[config.mk]
export PLATFORM = sky130hd
export DESIGN_NAME = kbd_ctrl_top
export DESIGN_NICKNAME = d
export VERILOG_FILES = /design/src/hdl/axil_pkg.sv /design/src/hdl/kbd_pkg.sv /design/src/hdl/kbd_ctrl_top.sv /design/src/hdl/kbd_axil_regs.sv /design/src/hdl/key_event_fifo.sv /design/src/hdl/scancode_decoder.sv /design/src/hdl/ps2_rx.sv
export SDC_FILE = /design/constraint.sdc
export NUM_CORES = 1
export LEC_CHECK = 0
export BUFFER_PORTS_ARGS = -buffer_cell sky130_fd_sc_hd__buf_2
export CAP_MARGIN = 10
export CORE_MARGIN = 5
export CORE_UTILIZATION = 61
export DETAILED_ROUTE_END_ITERATION = 10
export PLACE_DENSITY_LB_ADDON = 0.15
export SETUP_SLACK_MARGIN = 0.4
export SLEW_MARGIN = 30
export SYNTH_ARGS = -nofsm -noshare
export SYNTH_HDL_FRONTEND = slang
export SYNTH_HIERARCHICAL = 1
export SYNTH_SLANG_ARGS = --single-unit
[constraint.sdc]
create_clock -name clk_i -period 6.35 [get_ports clk_i]
set_clock_uncertainty 0.15 [all_clocks]
set_input_delay 1.27 -clock clk_i [delete_from_list [all_inputs] [get_ports clk_i]]
set_output_delay 1.27 -clock clk_i [all_outputs]
set_load 0.01 [all_outputs]
[src/hdl/axil_pkg.sv]
package axil_pkg;

    // bus response codes
    typedef enum logic [1:0] {
        OKAY   = 2'b00,
        SLVERR = 2'b10
    } resp_t;

    // register map, byte addresses
    typedef enum logic [3:0] {
        STATUS_ADDR = 4'h0,
        DATA_ADDR   = 4'h4,
        CTRL_ADDR   = 4'h8
    } reg_addr_t;

    // signals driven by the bus master
    typedef struct packed {
        logic        awvalid;
        logic [3:0]  awaddr;
        logic        wvalid;
        logic [31:0] wdata;
        logic [3:0]  wstrb;
        logic        bready;
        logic        arvalid;
        logic [3:0]  araddr;
        logic        rready;
    } axil_req_t;

    // signals driven by the slave
    typedef struct packed {
        logic        awready;
        logic        wready;
        logic        bvalid;
        resp_t       bresp;
        logic        arready;
        logic        rvalid;
        logic [31:0] rdata;
        resp_t       rresp;
    } axil_rsp_t;

endpackage

[src/hdl/kbd_pkg.sv]
package kbd_pkg;

    // one byte as it comes off the PS/2 data line
    typedef logic [7:0] scan_code_t;

    // receiver progress through an 11-bit frame
    // start bit is consumed in IDLE, stop bit in STOP
    typedef enum logic [1:0] {
        IDLE   = 2'b00,
        DATA   = 2'b01,
        PARITY = 2'b10,
        STOP   = 2'b11
    } rx_state_t;

    // decoded key event
    // the field order gives the DATA register layout:
    // code in 7..0, extended in 8, brk in 9
    typedef struct packed {
        logic       brk;
        logic       extended;
        scan_code_t code;
    } key_event_t;

    // prefix bytes of scan code set 2
    localparam scan_code_t PREFIX_EXT = 8'hE0;
    localparam scan_code_t PREFIX_BRK = 8'hF0;

endpackage
[src/hdl/kbd_ctrl_top.sv]
`timescale 1ns/10ps

module kbd_ctrl_top #(
    parameter int FIFO_DEPTH = 8
) (
    input  logic                clk_i,
    input  logic                reset_i,
    input  logic                ps2_clk_i,
    input  logic                ps2_data_i,
    input  axil_pkg::axil_req_t axil_req_i,
    output axil_pkg::axil_rsp_t axil_rsp_o
);

    kbd_pkg::scan_code_t frame;
    logic                frame_valid;
    logic                frame_err;
    kbd_pkg::key_event_t dec_event;
    logic                dec_event_valid;
    kbd_pkg::key_event_t fifo_event;
    logic                fifo_not_empty;
    logic                fifo_overflow;
    logic                fifo_pop;
    logic                rx_enable;

    ps2_rx u_ps2_rx (
        .clk_i         (clk_i),
        .reset_i       (reset_i),
        .ps2_clk_i     (ps2_clk_i),
        .ps2_data_i    (ps2_data_i),
        .frame_o       (frame),
        .frame_valid_o (frame_valid),
        .frame_err_o   (frame_err)
    );

    scancode_decoder u_decoder (
        .clk_i         (clk_i),
        .reset_i       (reset_i),
        .frame_i       (frame),
        .frame_valid_i (frame_valid),
        .frame_err_i   (frame_err),
        .enable_i      (rx_enable),
        .event_o       (dec_event),
        .event_valid_o (dec_event_valid)
    );

    key_event_fifo #(
        .DEPTH (FIFO_DEPTH)
    ) u_fifo (
        .clk_i       (clk_i),
        .reset_i     (reset_i),
        .push_i      (dec_event_valid),
        .event_i     (dec_event),
        .pop_i       (fifo_pop),
        .event_o     (fifo_event),
        .not_empty_o (fifo_not_empty),
        .overflow_o  (fifo_overflow)
    );

    kbd_axil_regs u_regs (
        .clk_i            (clk_i),
        .reset_i          (reset_i),
        .axil_req_i       (axil_req_i),
        .fifo_event_i     (fifo_event),
        .fifo_not_empty_i (fifo_not_empty),
        .fifo_overflow_i  (fifo_overflow),
        .frame_err_i      (frame_err),
        .axil_rsp_o       (axil_rsp_o),
        .fifo_pop_o       (fifo_pop),
        .enable_o         (rx_enable)
    );

endmodule

[src/hdl/kbd_axil_regs.sv]
`timescale 1ns/10ps

module kbd_axil_regs (
    input  logic                clk_i,
    input  logic                reset_i,
    input  axil_pkg::axil_req_t axil_req_i,
    input  kbd_pkg::key_event_t fifo_event_i,
    input  logic                fifo_not_empty_i,
    input  logic                fifo_overflow_i,
    input  logic                frame_err_i,
    output axil_pkg::axil_rsp_t axil_rsp_o,
    output logic                fifo_pop_o,
    output logic                enable_o
);

    logic            awready_r;
    logic            bvalid_r;
    axil_pkg::resp_t bresp_r;
    logic            arready_r;
    logic            rvalid_r;
    logic [31:0]     rdata_r;
    axil_pkg::resp_t rresp_r;

    // sticky status and control bits
    logic ovf_r;
    logic ferr_r;
    logic enable_r;

    logic                wr_fire_w;
    logic                rd_fire_w;
    axil_pkg::reg_addr_t waddr_w;
    axil_pkg::reg_addr_t raddr_w;

    assign waddr_w   = axil_pkg::reg_addr_t'(axil_req_i.awaddr);
    assign raddr_w   = axil_pkg::reg_addr_t'(axil_req_i.araddr);
    assign wr_fire_w = awready_r && axil_req_i.awvalid && axil_req_i.wvalid;
    assign rd_fire_w = arready_r && axil_req_i.arvalid;

    // pop only on a DATA read that has something to return
    assign fifo_pop_o = rd_fire_w && (raddr_w == axil_pkg::DATA_ADDR) && fifo_not_empty_i;

    always_ff @(posedge clk_i) begin
        if (reset_i) begin
            awready_r <= 1'b0;
            bvalid_r  <= 1'b0;
            arready_r <= 1'b0;
            rvalid_r  <= 1'b0;
        end else begin
            // one-cycle ready pulses, held off while a response waits
            awready_r <= !awready_r && axil_req_i.awvalid && axil_req_i.wvalid && !bvalid_r;
            arready_r <= !arready_r && axil_req_i.arvalid && !rvalid_r;
            if (wr_fire_w) begin
                bvalid_r <= 1'b1;
            end else if (axil_req_i.bready) begin
                bvalid_r <= 1'b0;
            end
            if (rd_fire_w) begin
                rvalid_r <= 1'b1;
            end else if (axil_req_i.rready) begin
                rvalid_r <= 1'b0;
            end
        end
    end

    // register writes and sticky bits, a new event wins over a clear
    always_ff @(posedge clk_i) begin
        if (reset_i) begin
            ovf_r    <= 1'b0;
            ferr_r   <= 1'b0;
            enable_r <= 1'b1;
        end else begin
            if (wr_fire_w && axil_req_i.wstrb[0]) begin
                if (waddr_w == axil_pkg::STATUS_ADDR) begin
                    if (axil_req_i.wdata[1]) ovf_r <= 1'b0;
                    if (axil_req_i.wdata[2]) ferr_r <= 1'b0;
                end
                if (waddr_w == axil_pkg::CTRL_ADDR) begin
                    enable_r <= axil_req_i.wdata[0];
                end
            end
            if (fifo_overflow_i) ovf_r <= 1'b1;
            if (frame_err_i) ferr_r <= 1'b1;
        end
    end

    // response payload
    always_ff @(posedge clk_i) begin
        if (wr_fire_w) begin
            case (waddr_w)
                axil_pkg::STATUS_ADDR, axil_pkg::DATA_ADDR, axil_pkg::CTRL_ADDR: begin
                    bresp_r <= axil_pkg::OKAY;
                end
                default: bresp_r <= axil_pkg::SLVERR;
            endcase
        end
        if (rd_fire_w) begin
            rresp_r <= axil_pkg::OKAY;
            case (raddr_w)
                axil_pkg::STATUS_ADDR: rdata_r <= {29'd0, ferr_r, ovf_r, fifo_not_empty_i};
                axil_pkg::DATA_ADDR:   rdata_r <= fifo_not_empty_i ? {22'd0, fifo_event_i} : '0;
                axil_pkg::CTRL_ADDR:   rdata_r <= {31'd0, enable_r};
                default: begin
                    rdata_r <= '0;
                    rresp_r <= axil_pkg::SLVERR;
                end
            endcase
        end
    end

    always_comb begin
        axil_rsp_o.awready = awready_r;
        axil_rsp_o.wready  = awready_r;
        axil_rsp_o.bvalid  = bvalid_r;
        axil_rsp_o.bresp   = bresp_r;
        axil_rsp_o.arready = arready_r;
        axil_rsp_o.rvalid  = rvalid_r;
        axil_rsp_o.rdata   = rdata_r;
        axil_rsp_o.rresp   = rresp_r;
    end

    assign enable_o = enable_r;

endmodule

[src/hdl/key_event_fifo.sv]
`timescale 1ns/10ps

module key_event_fifo #(
    parameter int DEPTH = 8
) (
    input  logic                clk_i,
    input  logic                reset_i,
    input  logic                push_i,
    input  kbd_pkg::key_event_t event_i,
    input  logic                pop_i,
    output kbd_pkg::key_event_t event_o,
    output logic                not_empty_o,
    output logic                overflow_o
);

    localparam int PTR_W = (DEPTH > 1) ? $clog2(DEPTH) : 1;
    localparam int CNT_W = $clog2(DEPTH + 1);

    kbd_pkg::key_event_t mem [DEPTH];

    logic [PTR_W-1:0] wr_ptr_r;
    logic [PTR_W-1:0] rd_ptr_r;
    logic [CNT_W-1:0] count_r;

    logic full_w;
    logic do_push_w;
    logic do_pop_w;

    assign full_w    = (count_r == CNT_W'(DEPTH));
    assign do_push_w = push_i && !full_w;
    assign do_pop_w  = pop_i && not_empty_o;

    always_ff @(posedge clk_i) begin
        if (reset_i) begin
            wr_ptr_r <= '0;
            rd_ptr_r <= '0;
            count_r  <= '0;
        end else begin
            if (do_push_w) begin
                wr_ptr_r <= (wr_ptr_r == PTR_W'(DEPTH - 1)) ? '0 : wr_ptr_r + 1'b1;
            end
            if (do_pop_w) begin
                rd_ptr_r <= (rd_ptr_r == PTR_W'(DEPTH - 1)) ? '0 : rd_ptr_r + 1'b1;
            end
            if (do_push_w && !do_pop_w) begin
                count_r <= count_r + 1'b1;
            end else if (do_pop_w && !do_push_w) begin
                count_r <= count_r - 1'b1;
            end
        end
    end

    always_ff @(posedge clk_i) begin
        if (do_push_w) begin
            mem[wr_ptr_r] <= event_i;
        end
    end

    // head of queue is visible before the pop
    assign event_o     = mem[rd_ptr_r];
    assign not_empty_o = (count_r != '0);
    // full push drops the event
    assign overflow_o  = push_i && full_w;

endmodule

[src/hdl/scancode_decoder.sv]
`timescale 1ns/10ps

module scancode_decoder (
    input  logic                clk_i,
    input  logic                reset_i,
    input  kbd_pkg::scan_code_t frame_i,
    input  logic                frame_valid_i,
    input  logic                frame_err_i,
    input  logic                enable_i,
    output kbd_pkg::key_event_t event_o,
    output logic                event_valid_o
);

    // prefixes seen since the last complete event
    logic ext_pend_r;
    logic brk_pend_r;

    logic is_ext_w;
    logic is_brk_w;
    logic is_code_w;

    assign is_ext_w  = frame_valid_i && (frame_i == kbd_pkg::PREFIX_EXT);
    assign is_brk_w  = frame_valid_i && (frame_i == kbd_pkg::PREFIX_BRK);
    assign is_code_w = frame_valid_i && !is_ext_w && !is_brk_w;

    always_ff @(posedge clk_i) begin
        if (reset_i) begin
            ext_pend_r    <= 1'b0;
            brk_pend_r    <= 1'b0;
            event_valid_o <= 1'b0;
        end else begin
            event_valid_o <= 1'b0;
            if (frame_err_i) begin
                // a broken frame loses any half-built sequence
                ext_pend_r <= 1'b0;
                brk_pend_r <= 1'b0;
            end else if (is_ext_w) begin
                ext_pend_r <= 1'b1;
            end else if (is_brk_w) begin
                brk_pend_r <= 1'b1;
            end else if (is_code_w) begin
                ext_pend_r <= 1'b0;
                brk_pend_r <= 1'b0;
                // dropped here when receive is disabled
                event_valid_o <= enable_i;
            end
        end
    end

    // event payload
    always_ff @(posedge clk_i) begin
        if (is_code_w) begin
            event_o.code     <= frame_i;
            event_o.extended <= ext_pend_r;
            event_o.brk      <= brk_pend_r;
        end
    end

endmodule

[src/hdl/ps2_rx.sv]
`timescale 1ns/10ps

module ps2_rx (
    input  logic                clk_i,
    input  logic                reset_i,
    input  logic                ps2_clk_i,
    input  logic                ps2_data_i,
    output kbd_pkg::scan_code_t frame_o,
    output logic                frame_valid_o,
    output logic                frame_err_o
);

    // two-stage synchronizers, data follows the clock path
    logic [1:0] clk_sync_r;
    logic [1:0] data_sync_r;
    logic       clk_prev_r;

    logic fall_w;
    logic bit_w;

    kbd_pkg::rx_state_t  state_r;
    logic [2:0]          bit_cnt_r;
    kbd_pkg::scan_code_t shift_r;
    // xor of the data bits seen so far
    logic                parity_r;
    logic                parity_ok_r;

    // lines idle high, so the flops reset high to avoid a false edge
    always_ff @(posedge clk_i) begin
        if (reset_i) begin
            clk_sync_r  <= 2'b11;
            data_sync_r <= 2'b11;
            clk_prev_r  <= 1'b1;
        end else begin
            clk_sync_r  <= {clk_sync_r[0], ps2_clk_i};
            data_sync_r <= {data_sync_r[0], ps2_data_i};
            clk_prev_r  <= clk_sync_r[1];
        end
    end

    // keyboard changes data on rising edge, we sample on falling edge
    assign fall_w = clk_prev_r & ~clk_sync_r[1];
    assign bit_w  = data_sync_r[1];

    always_ff @(posedge clk_i) begin
        if (reset_i) begin
            state_r       <= kbd_pkg::IDLE;
            bit_cnt_r     <= 3'd0;
            parity_r      <= 1'b0;
            parity_ok_r   <= 1'b0;
            frame_valid_o <= 1'b0;
            frame_err_o   <= 1'b0;
        end else begin
            frame_valid_o <= 1'b0;
            frame_err_o   <= 1'b0;
            if (fall_w) begin
                case (state_r)
                    kbd_pkg::IDLE: begin
                        // a low start bit opens the frame
                        if (!bit_w) begin
                            state_r   <= kbd_pkg::DATA;
                            bit_cnt_r <= 3'd0;
                            parity_r  <= 1'b0;
                        end
                    end
                    kbd_pkg::DATA: begin
                        parity_r  <= parity_r ^ bit_w;
                        bit_cnt_r <= bit_cnt_r + 3'd1;
                        if (bit_cnt_r == 3'd7) begin
                            state_r <= kbd_pkg::PARITY;
                        end
                    end
                    kbd_pkg::PARITY: begin
                        // odd parity, data plus parity bit has an odd count of ones
                        parity_ok_r <= parity_r ^ bit_w;
                        state_r     <= kbd_pkg::STOP;
                    end
                    kbd_pkg::STOP: begin
                        state_r <= kbd_pkg::IDLE;
                        if (bit_w && parity_ok_r) begin
                            frame_valid_o <= 1'b1;
                        end else begin
                            frame_err_o <= 1'b1;
                        end
                    end
                    default: begin
                        state_r <= kbd_pkg::IDLE;
                    end
                endcase
            end
        end
    end

    // shift register, lsb arrives first
    always_ff @(posedge clk_i) begin
        if (fall_w && state_r == kbd_pkg::DATA) begin
            shift_r <= {bit_w, shift_r[7:1]};
        end
        if (fall_w && state_r == kbd_pkg::STOP) begin
            frame_o <= shift_r;
        end
    end

endmodule

# Word level (Yosys, flattened, before mapping)
# Memory sizes are Yosys's and may differ from the RTL's. A register that Yosys moved wholly into a read port is not among the register bits.
# Cells that the tools add are included.
# op_classes
n_eq_ne	16
n_addsub	5
reduce_logical	61
muxes	37
bitwise	7
# ops
op	n
case mux 32 bit (3 select lines)	1
nonzero test 2 bit	12
logical AND 1 bit	23
2-to-1 mux 1 bit	21
== test 8 bit, second input constant	2
2-to-1 mux 3 bit	5
== test 4 bit, second input constant	3
AND reduction 3 bit	4
2-to-1 mux 10 bit	1
adder 3 x 1 -> 3 bit, second input constant	3
== test 3 bit, second input constant	3
logical NOT 1 bit	9
OR reduction 3 bit	3
== test 4 x 3 -> 1 bit, second input constant	2
logical NOT 4 bit	2
2-to-1 mux 2 bit	4
2-to-1 mux 4 bit	2
case mux 2 bit (4 select lines)	1
AND reduction 2 bit	4
case mux 3 bit (2 select lines)	1
NOT 1 bit	5
OR reduction 5 bit	1
adder 4 x 1 -> 4 bit, second input constant	1
== test 2 bit, second input constant	2
other kinds (10)	11
# word_totals
n_memories	1
ff_bits	96
in_bits	53
output_inout_bits	41
wordCells	157
ramBits	80
# memory_table
name	depth	width	read_ports	rd_ports_with_merged_regs	write_ports	line	rtl
u_fifo.mem	8	10	1	1	1	key_event_fifo.sv:19	kbd_pkg::key_event_t mem [DEPTH];

# Longest topological paths before layout
# Gate-level depths: netlist of the first run.
# depth
word_depth	8
mapped_depth	12
depth_no_buf	12

# Hierarchy
# Netlist of the first run, hierarchy kept.
# modules_own_cells
mod	cells_per_inst	area_per_inst_um2	seq_area_each_um2	instances
key_event_fifo	192	3741.1	2662.6	1
ps2_rx	83	1121.1	760.7	1
kbd_axil_regs	97	1006.0	500.5	1
scancode_decoder	23	436.7	360.3	1

# Worst setup path before layout of the first run
# OpenSTA, ideal clock, no wires.
# synth_path
path_kind	input port to flip-flop
start	input port axil_req_i[5] (netlist name)
end	register u_fifo.count_r[3]
stages	10
slack_ns	2.797
setup_time_ns	0.121
required_time_ns	6.079
n_path_buf	0
arrival_time_ns	3.282
path_cell_list	and2_1 > and2_1 > nand2_1 > ha_1 > inv_1 > ha_1 > a21oi_1 > a211oi_1 > a31oi_1 > mux2_2
# synth_between
elab_chain_len	7
elab_cells_between_ends	9
cone_classes	mux: 1; reduce/logical: 8
# synth_rtl
item	line	rtl
start: declaration	kbd_ctrl_top.sv:10	input axil_pkg::axil_req_t axil_req_i,
logical AND 1 bit (*)	kbd_axil_regs.sv:37	assign rd_fire_w = arready_r && axil_req_i.arvalid;
logical AND 1 bit (*) (2 in series)	kbd_axil_regs.sv:40	assign fifo_pop_o = rd_fire_w && (raddr_w == axil_pkg::DATA_ADDR) && fifo_not_empty_i;
named net fifo_pop	kbd_ctrl_top.sv:22	logic fifo_pop;
logical AND 1 bit (*)	key_event_fifo.sv:31	assign do_pop_w = pop_i && not_empty_o;
logical NOT 1 bit	key_event_fifo.sv:45	if (do_push_w && !do_pop_w) begin
logical AND 1 bit	key_event_fifo.sv:45	
2-to-1 mux 4 bit or nonzero test 2 bit (tied branches)	-	
end signal: assignment	key_event_fifo.sv:46	count_r <= count_r + 1'b1;
end signal: assignment	key_event_fifo.sv:48	count_r <= count_r - 1'b1;
end: declaration	key_event_fifo.sv:23	logic [CNT_W-1:0] count_r;
# The timed path passes the listed nets; every way through them passes the cells marked *.
# A chain may end at the register's enable or synchronous reset.

# Worst setup path after layout of the first run
# layout_path
start	input port axil_req_i[5] (netlist name)
end	register u_fifo.count_r[3]
# layout_between
elab_chain_len	7
elab_cells_between_ends	9
cone_classes	mux: 1; reduce/logical: 8
# layout_rtl
item	line	rtl
logical AND 1 bit (*)	kbd_axil_regs.sv:37	
named net u_regs.rd_fire_w	kbd_axil_regs.sv:30	logic rd_fire_w;
logical AND 1 bit (*) (2 in series)	kbd_axil_regs.sv:40	
named net fifo_pop	kbd_ctrl_top.sv:22	
logical AND 1 bit (*)	key_event_fifo.sv:31	
logical NOT 1 bit	key_event_fifo.sv:45	
logical AND 1 bit	key_event_fifo.sv:45	
2-to-1 mux 4 bit or nonzero test 2 bit (tied branches)	-	
# Marked as above.

==> run_results.csv, run 1 <==
group,metric,value,unit
min_path,hold_start,"u_ps2_rx/data_sync_r[0]",
clock_network,cts_root_buf,"clkbuf_8",
clock_network,htree_levels,4,
job,drv_cap,0,
outcome,status,"completed",
critical_path,worst-path-stages,11,
clock_network,cts_sinks,155,
final_layout,fill_cells,696,
critical_path,rr_startpoint,"u_fifo/count_r[1]",
synthesis,synthTopCellsByCount,"edfxtp_1, dfxtp_1, buf_4, a21oi_1, mux4_1",
placement,io_buffers,37,
pwr,power_leakage,2.49,nW
critical_path,crit_type,"in2reg",
timing,slew_viol_final,0,
synthesis,synth_area_leaders,"edfxtp_1, dfxtp_1, mux4_1",
final_layout,layout-drive-gt1-share,0.226,
synthesis,synth.top_cell.area_share,0.562,
floorplanning,start_util,0.619,
clock_network,cts_tree,"done",
route,drcViolationCount,0,
final_layout,fin_nets,502,
placement,gp_congestion,0.773,
synthesis,synth.avg_cell_area,16.0,um2
pwr,vdd_drop_max,165,uV
grt,grt_overflow,0,
route,vias,3222,
min_path,holdPathStages,1,
critical_path,cp.required,6.60,ns
clock_network,path_clk_slew,0.06,ns
floorplanning,num_io_pins,94,
critical_path,rrSetupSlack,2.81,ns
critical_path,cp-start-kind,"input port",
synthesis,synth-edff-count,118,
critical_path,worstPathCellList,"buf_2, and2_1, and2_1, nand2_1, ha_1, inv_1, ha_1, a21oi_1, a211oi_1, a31oi_1, mux2_2",
route,firstDrtPassIters,4,
synthesis,yosysMostFrequentCell,"edfxtp_1",
final_layout,antenna_cells,0,
timing,period_needed,3.57,ns
critical_path,crit_slowest_cell,"and2_1",
route,drt_first_iter_violations,226,
clock_network,post-cts-setup-buffers,0,
timing,worstMarginPinSlew,0.887,ns
synthesis,syn-instance-count,395,
synthesis,synth_area,0.00630,mm2
timing,slew_headroom,0.406,
pwr,total_power,2.06,mW
placement,dpl.hpwl,6.61,mm
synthesis,yosysSeqAreaShare,0.679,
timing,post-route-period-util,0.562,
clock_network,clk_latency,0.51,ns
critical_path,critPathMaxStageDelay,0.54,ns
critical_path,critPathTopFamily,"simple AND/OR/NAND/NOR gates",
critical_path,r2r-end,"u_fifo/count_r[3]",
timing,final.setup.tns,0,ns
route,avgRoutedWirePerCell,17.8,um
synthesis,ys_warn_count,6,
grt,grtUsageTotal,0.175,
pwr,power_density,290,mW/mm2
floorplanning,core_area,0.0102,mm2
critical_path,crit_fanout,13,
floorplanning,die_area,0.0125,mm2
route,ant_nets,0,
grt,grt_pass1_vias,3248,
grt,grt_pass1_wl,16.6,mm
final_layout,area_delta_synth_final,12.3,%
timing,fmax,0.280,GHz
floorplanning,core.rowCount,37,
final_layout,multi_input_area,0.00183,mm2
floorplanning,fp.dieW,112,um
timing,finalSetupViolCount,0,
final_layout,ff_latch_area,0.00428,mm2
clock_network,numCtsBuffers,17,
critical_path,arrival,3.82,ns
critical_path,critical_path.endpoint_type,"flip-flop",
grt,antenna_found_initial,0,
synthesis,synth_seq_cells,155,
min_path,hold_class,"reg2reg",
synthesis,async_flop_share,0,
synthesis,netlist.top_cell.by_area,"edfxtp_1",
timing,finalHoldViolations,0,
clock_network,clk_path_buf_depth,2,
grt,grt_max_degree,36,
synthesis,synth_flop_cell,"edfxtp_1",
synthesis,ys_types,49,
timing,rsz0062_at_grt,"no",
min_path,hold_end,"u_ps2_rx/data_sync_r[1]",
clock_network,cts_resized,0,
route,drt-total-wl,10.4,mm
floorplanning,die_h,112,um
route,routed_via_density,5.53,
critical_path,rr_worst_depth,12,
clock_network,cts_hold_buf,0,
critical_path,path_buf_inv,2,
==> placed cells by master (no fill, tap or decap), types with 13 or more instances in the layout <==
cell type	instances
buf_2	37
clkbuf_16	16
edfxtp_1	118
dfxtp_1	37
nor2_1	15
ha_1	13
mux4_1	20
conb_1	24
nand2_1	17
a21oi_1	20
==> sequential cells by signal (all words and copies together), names as in the netlist, 2 cells and up, named ones only <==
name / flops
u_ps2_rx/shift_r: 8
u_ps2_rx/clk_sync_r: 2
u_ps2_rx/bit_cnt_r: 3
u_ps2_rx/state_r: 2
u_fifo/mem: 80
u_ps2_rx/frame_o: 8
u_regs/rdata_r: 10
u_decoder/event_o: 10
u_fifo/count_r: 4
u_fifo/wr_ptr_r: 3
u_fifo/rd_ptr_r: 3
u_ps2_rx/data_sync_r: 2
==> metal layers <==
layer	wire length [um]	vias up	GRT usage
met5	0	-	0
met4	51	0	0.0673
met3	460	5	0.0457
met2	5650	63	0.302
met1	4240	1611	0.212
li1	-	1543	-
==> worst reg2reg max path: cells and delay by family, from the launching register on <==
family                     cells  cell delay [ns]
adders and majority gates      2             0.56
muxes                          1             0.35
DFF                            1             0.35
and+or+nand+nor                5             1.46
buffers and inverters          1             0.10
AOI/OAI and AO/OA              3             0.44
==> per-stage QoR <==
| step | hold WS, ns | worst slack (ns) | utilization | instances | area, um2 |
|---|---|---|---|---|---|
| floorplan | 0.239 | 2.80 | - | 418 | 6390 |
| global placement | 0.248 | 2.33 | 0.638 | 552 | 6500 |
| detailed placement | 0.245 | 2.27 | 0.640 | 552 | 6520 |
| CTS | 0.259 | 2.79 | 0.695 | 583 | 7070 |
| global route | 0.276 | 2.62 | 0.695 | 583 | 7080 |
| finish | 0.259 | 2.78 | 0.695 | 583 | 7080 |
==> where the power goes <==
part	internal, mW	total (mW)	switching (mW)
Combinational	0.0108	0.0330	0.0223
Clock	0.561	0.940	0.379
Sequential	1.08	1.08	0.00209
Total	1.65	2.06	0.403
==> layout make-up <==
type / count / share of cell area
repair buffers: 39 / 0.0283
inverters: 11 / 0.00583
flip-flops and latches: 155 / 0.605
multi-input cells: 211 / 0.258
clock inverters: 12 / 0.0194
clock buffers: 19 / 0.0595
well taps: 136 / 0.0240
==> worst max-delay path by stage <==
| stage | slack, ns | from | end |
|---|---|---|---|
| global route | 2.62 | axil_req_i[5] | u_fifo/count_r[3] |
| CTS | 2.79 | axil_req_i[5] | u_fifo/count_r[3] |
| detailed placement | 2.27 | axil_req_i[5] | u_fifo/count_r[3] |
| finish | 2.78 | axil_req_i[5] | u_fifo/count_r[3] |
| floorplan | 2.80 | axil_req_i[5] | u_fifo/count_r[3] |
| global placement | 2.33 | axil_req_i[5] | u_fifo/count_r[3] |
==> kinds of logic after synthesis <==
group | synth area share
compound gates | 0.0381
xor+xnor | 0.00417
fa+ha+maj | 0.0290
buf+inv | 0.0526
flops | 0.680
mux | 0.106
other cells | 0.000595
simple gates | 0.0899
Power figures use the tool's default switching activity.
==> run 2, diff against run 1 <==
--- a/config.mk
+++ b/config.mk
@@ -8,7 +8,7 @@
 export BUFFER_PORTS_ARGS = -buffer_cell sky130_fd_sc_hd__buf_2
 export CAP_MARGIN = 10
 export CORE_MARGIN = 5
-export CORE_UTILIZATION = 61
+export CORE_UTILIZATION = 57
 export DETAILED_ROUTE_END_ITERATION = 10
 export PLACE_DENSITY_LB_ADDON = 0.15
 export SETUP_SLACK_MARGIN = 0.4
==> constraint.sdc (replaced) <==
create_clock -name clk_i -period 3.65 [get_ports clk_i]
set_clock_uncertainty 0.15 [all_clocks]
set_input_delay 0.73 -clock clk_i [delete_from_list [all_inputs] [get_ports clk_i]]
set_output_delay 0.73 -clock clk_i [all_outputs]
set_load 0.01 [all_outputs]
==> run 2 against run 1 <==
Net effect:
- via count grew 0.28%
- register-to-register slack lost 2.3 ns
- global-route usage shrank 0.65 points
- combinational power grew 74%
- clock power grew 67%
- sequential share of layout area shrank 0.48 points
- largest cell class unchanged
==> run_results.csv, run 2 (synthesized netlist as in run 1, its figures left out) <==
group,metric,value,unit
outcome,status,"completed",
final_layout,utilization,0.659,
route,ant_nets,0,
grt,grt_max_degree,36,
placement,dpl.hpwl,6.95,mm
floorplanning,fp.dieW,115,um
floorplanning,start_util,0.582,
final_layout,layout-drive-gt1-share,0.241,
route,wl_met2,5.51,mm
timing,post-route-period-util,0.848,
route,drt_first_iter_violations,213,
clock_network,cts_tree,"done",
critical_path,r2r-end,"u_fifo/count_r[3]",
pwr,p_comb_frac,0.016,
final_layout,largest-register,"u_fifo/mem",
final_layout,layout_commonest_cell,"edfxtp_1",
clock_network,cts_sinks,155,
final_layout,fin_nets,515,
critical_path,critical_path.endpoint_type,"flip-flop",
route,avgRoutedWirePerCell,17.3,um
timing,fmax,0.323,GHz
clock_network,cts_root_buf,"clkbuf_8",
clock_network,clk_path_buf_depth,2,
placement,io_buffers,37,
timing,slew_viol_final,0,
pwr,power_frac_seq,0.536,
grt,grt_pass1_vias,3251,
job,drv_cap,0,
final_layout,antenna_cells,0,
grt,grt_overflow,0,
critical_path,cp-start-kind,"flip-flop",
timing,worstMarginPinSlew,0.725,ns
min_path,holdPathStages,2,
min_path,hold_class,"in2reg",
pwr,p_sw_frac,0.187,
clock_network,clk_latency,0.52,ns
route,vias,3231,
timing,final.setup.tns,0,ns
floorplanning,die_h,115,um
pwr,netSwitchingPower,658,uW
placement,gp_congestion,0.724,
final_layout,fill_cells,751,
timing,period_needed,3.09,ns
min_path,hold_start,"ps2_data_i",
critical_path,rr_worst_depth,12,
floorplanning,num_io_pins,94,
clock_network,path_clk_slew,0.06,ns
pwr,p_clk_frac,0.448,
critical_path,rrSetupSlack,0.56,ns
pwr,p_int,2.86,mW
route,drcViolationCount,0,
pwr,vdd_drop_max,351,uV
pwr,total_power,3.52,mW
critical_path,cp.required,3.90,ns
timing,rsz0062_at_grt,"no",
final_layout,multi_input_area,0.00181,mm2
clock_network,htree_levels,4,
grt,grt_pass1_wl,16.4,mm
critical_path,arrival,3.35,ns
final_layout,area_delta_synth_final,13.3,%
route,drt-total-wl,10.4,mm
grt,grtUsageTotal,0.169,
final_layout,largest_reg_flops,80,
route,routed_via_density,5.39,
critical_path,startpoint,"u_fifo/count_r[3]",
timing,slew_headroom,0.516,
floorplanning,die_area,0.0133,mm2
min_path,hold_end,"u_ps2_rx/data_sync_r[0]",
timing,finalHoldViolations,0,
final_layout,mostFrequentLayoutCells,"edfxtp_1, buf_2, dfxtp_1, conb_1, mux4_1",
final_layout,ff_latch_area,0.00429,mm2
timing,finalSetupViolCount,0,
floorplanning,core.rowCount,38,
clock_network,numCtsBuffers,17,
grt,antenna_found_initial,0,
route,firstDrtPassIters,4,
critical_path,rr_startpoint,"u_fifo/count_r[3]",
pwr,power_leakage,2.56,nW
final_layout,top_regs,"u_fifo/mem x80, u_decoder/event_o x10, u_regs/rdata_r x10",
route,highest_layer,"met4",
floorplanning,core_area,0.0108,mm2
route,wl_met3,616,um
pwr,power_density,492,mW/mm2
critical_path,crit_fanout,5,
critical_path,crit_type,"reg2reg",
route,wl_met1,4.15,mm
==> run 2: power groups by stage <==
| stage | Clock (mW) | Combinational, mW | Sequential [mW] |
|---|---|---|---|
| final | 1.57 | 0.0574 | 1.88 |
| after global routing | 1.71 | 0.0639 | 1.88 |
| after CTS | 1.62 | 0.0572 | 1.88 |
| after detailed placement | 0 | 0.0568 | 1.92 |
| after global placement | 0 | 0.0562 | 1.92 |
| after floorplan | 0 | 0.0539 | 1.92 |
==> run 2: area by class of cell <==
class | count | area share
Inverter | 11 | 0.00578
Tap cell | 140 | 0.0245
Sequential cell | 155 | 0.600
Clock buffer | 21 | 0.0601
Timing Repair Buffer | 52 | 0.0417
Clock inverter | 10 | 0.0142
Multi-Input combinational cell | 211 | 0.254
==> run 2: what timing repair did <==
item | CTS | global route
buffers inserted | 0 | 3
setup endpoints to repair | 1 | 2
hold buffers | 0 | 0
pin swaps | 0 | 2
gates resized for setup | 3 | 5
==> run 2: layer usage <==
| metal | global-route usage | vias to the layer above |
|---|---|---|
| met3 | 0.0668 | 8 |
| met4 | 0.0501 | 0 |
| met5 | 0 | - |
| li1 | - | 1568 |
| met2 | 0.283 | 78 |
| met1 | 0.202 | 1577 |
==> run 2: how the worst max path moves through the flow <==
stage,end,depth (start not counted)
floorplan,u_fifo/count_r[3],12
global placement,u_fifo/count_r[3],12
detailed placement,u_fifo/count_r[3],12
CTS,u_fifo/count_r[3],12
global route,u_fifo/count_r[3],12
finish,u_fifo/count_r[3],12
==> run 2: metrics by stage <==
step	std cells	worst slack [ns]	hold WS, ns	cell area (um2)
after floorplan	418	0.517	0.239	6390
after global placement	566	0.290	0.250	6560
after detailed placement	566	0.241	0.252	6560
after CTS	597	0.417	0.208	7110
after global routing	600	0.426	0.202	7140
final	600	0.557	0.244	7140
==> run 2: critical path: stages, from the launching register on <==
cell and delay [ns]:
dfxtp_1 0.34, or4_4 0.58, nor2b_1 0.16, and3_1 0.18, and2_1 0.19, nand2_2 0.15, ha_4 0.16, inv_2 0.06
ha_4 0.25, a21oi_2 0.14, a211oi_1 0.08, a31oi_1 0.18, mux2_2 0.35
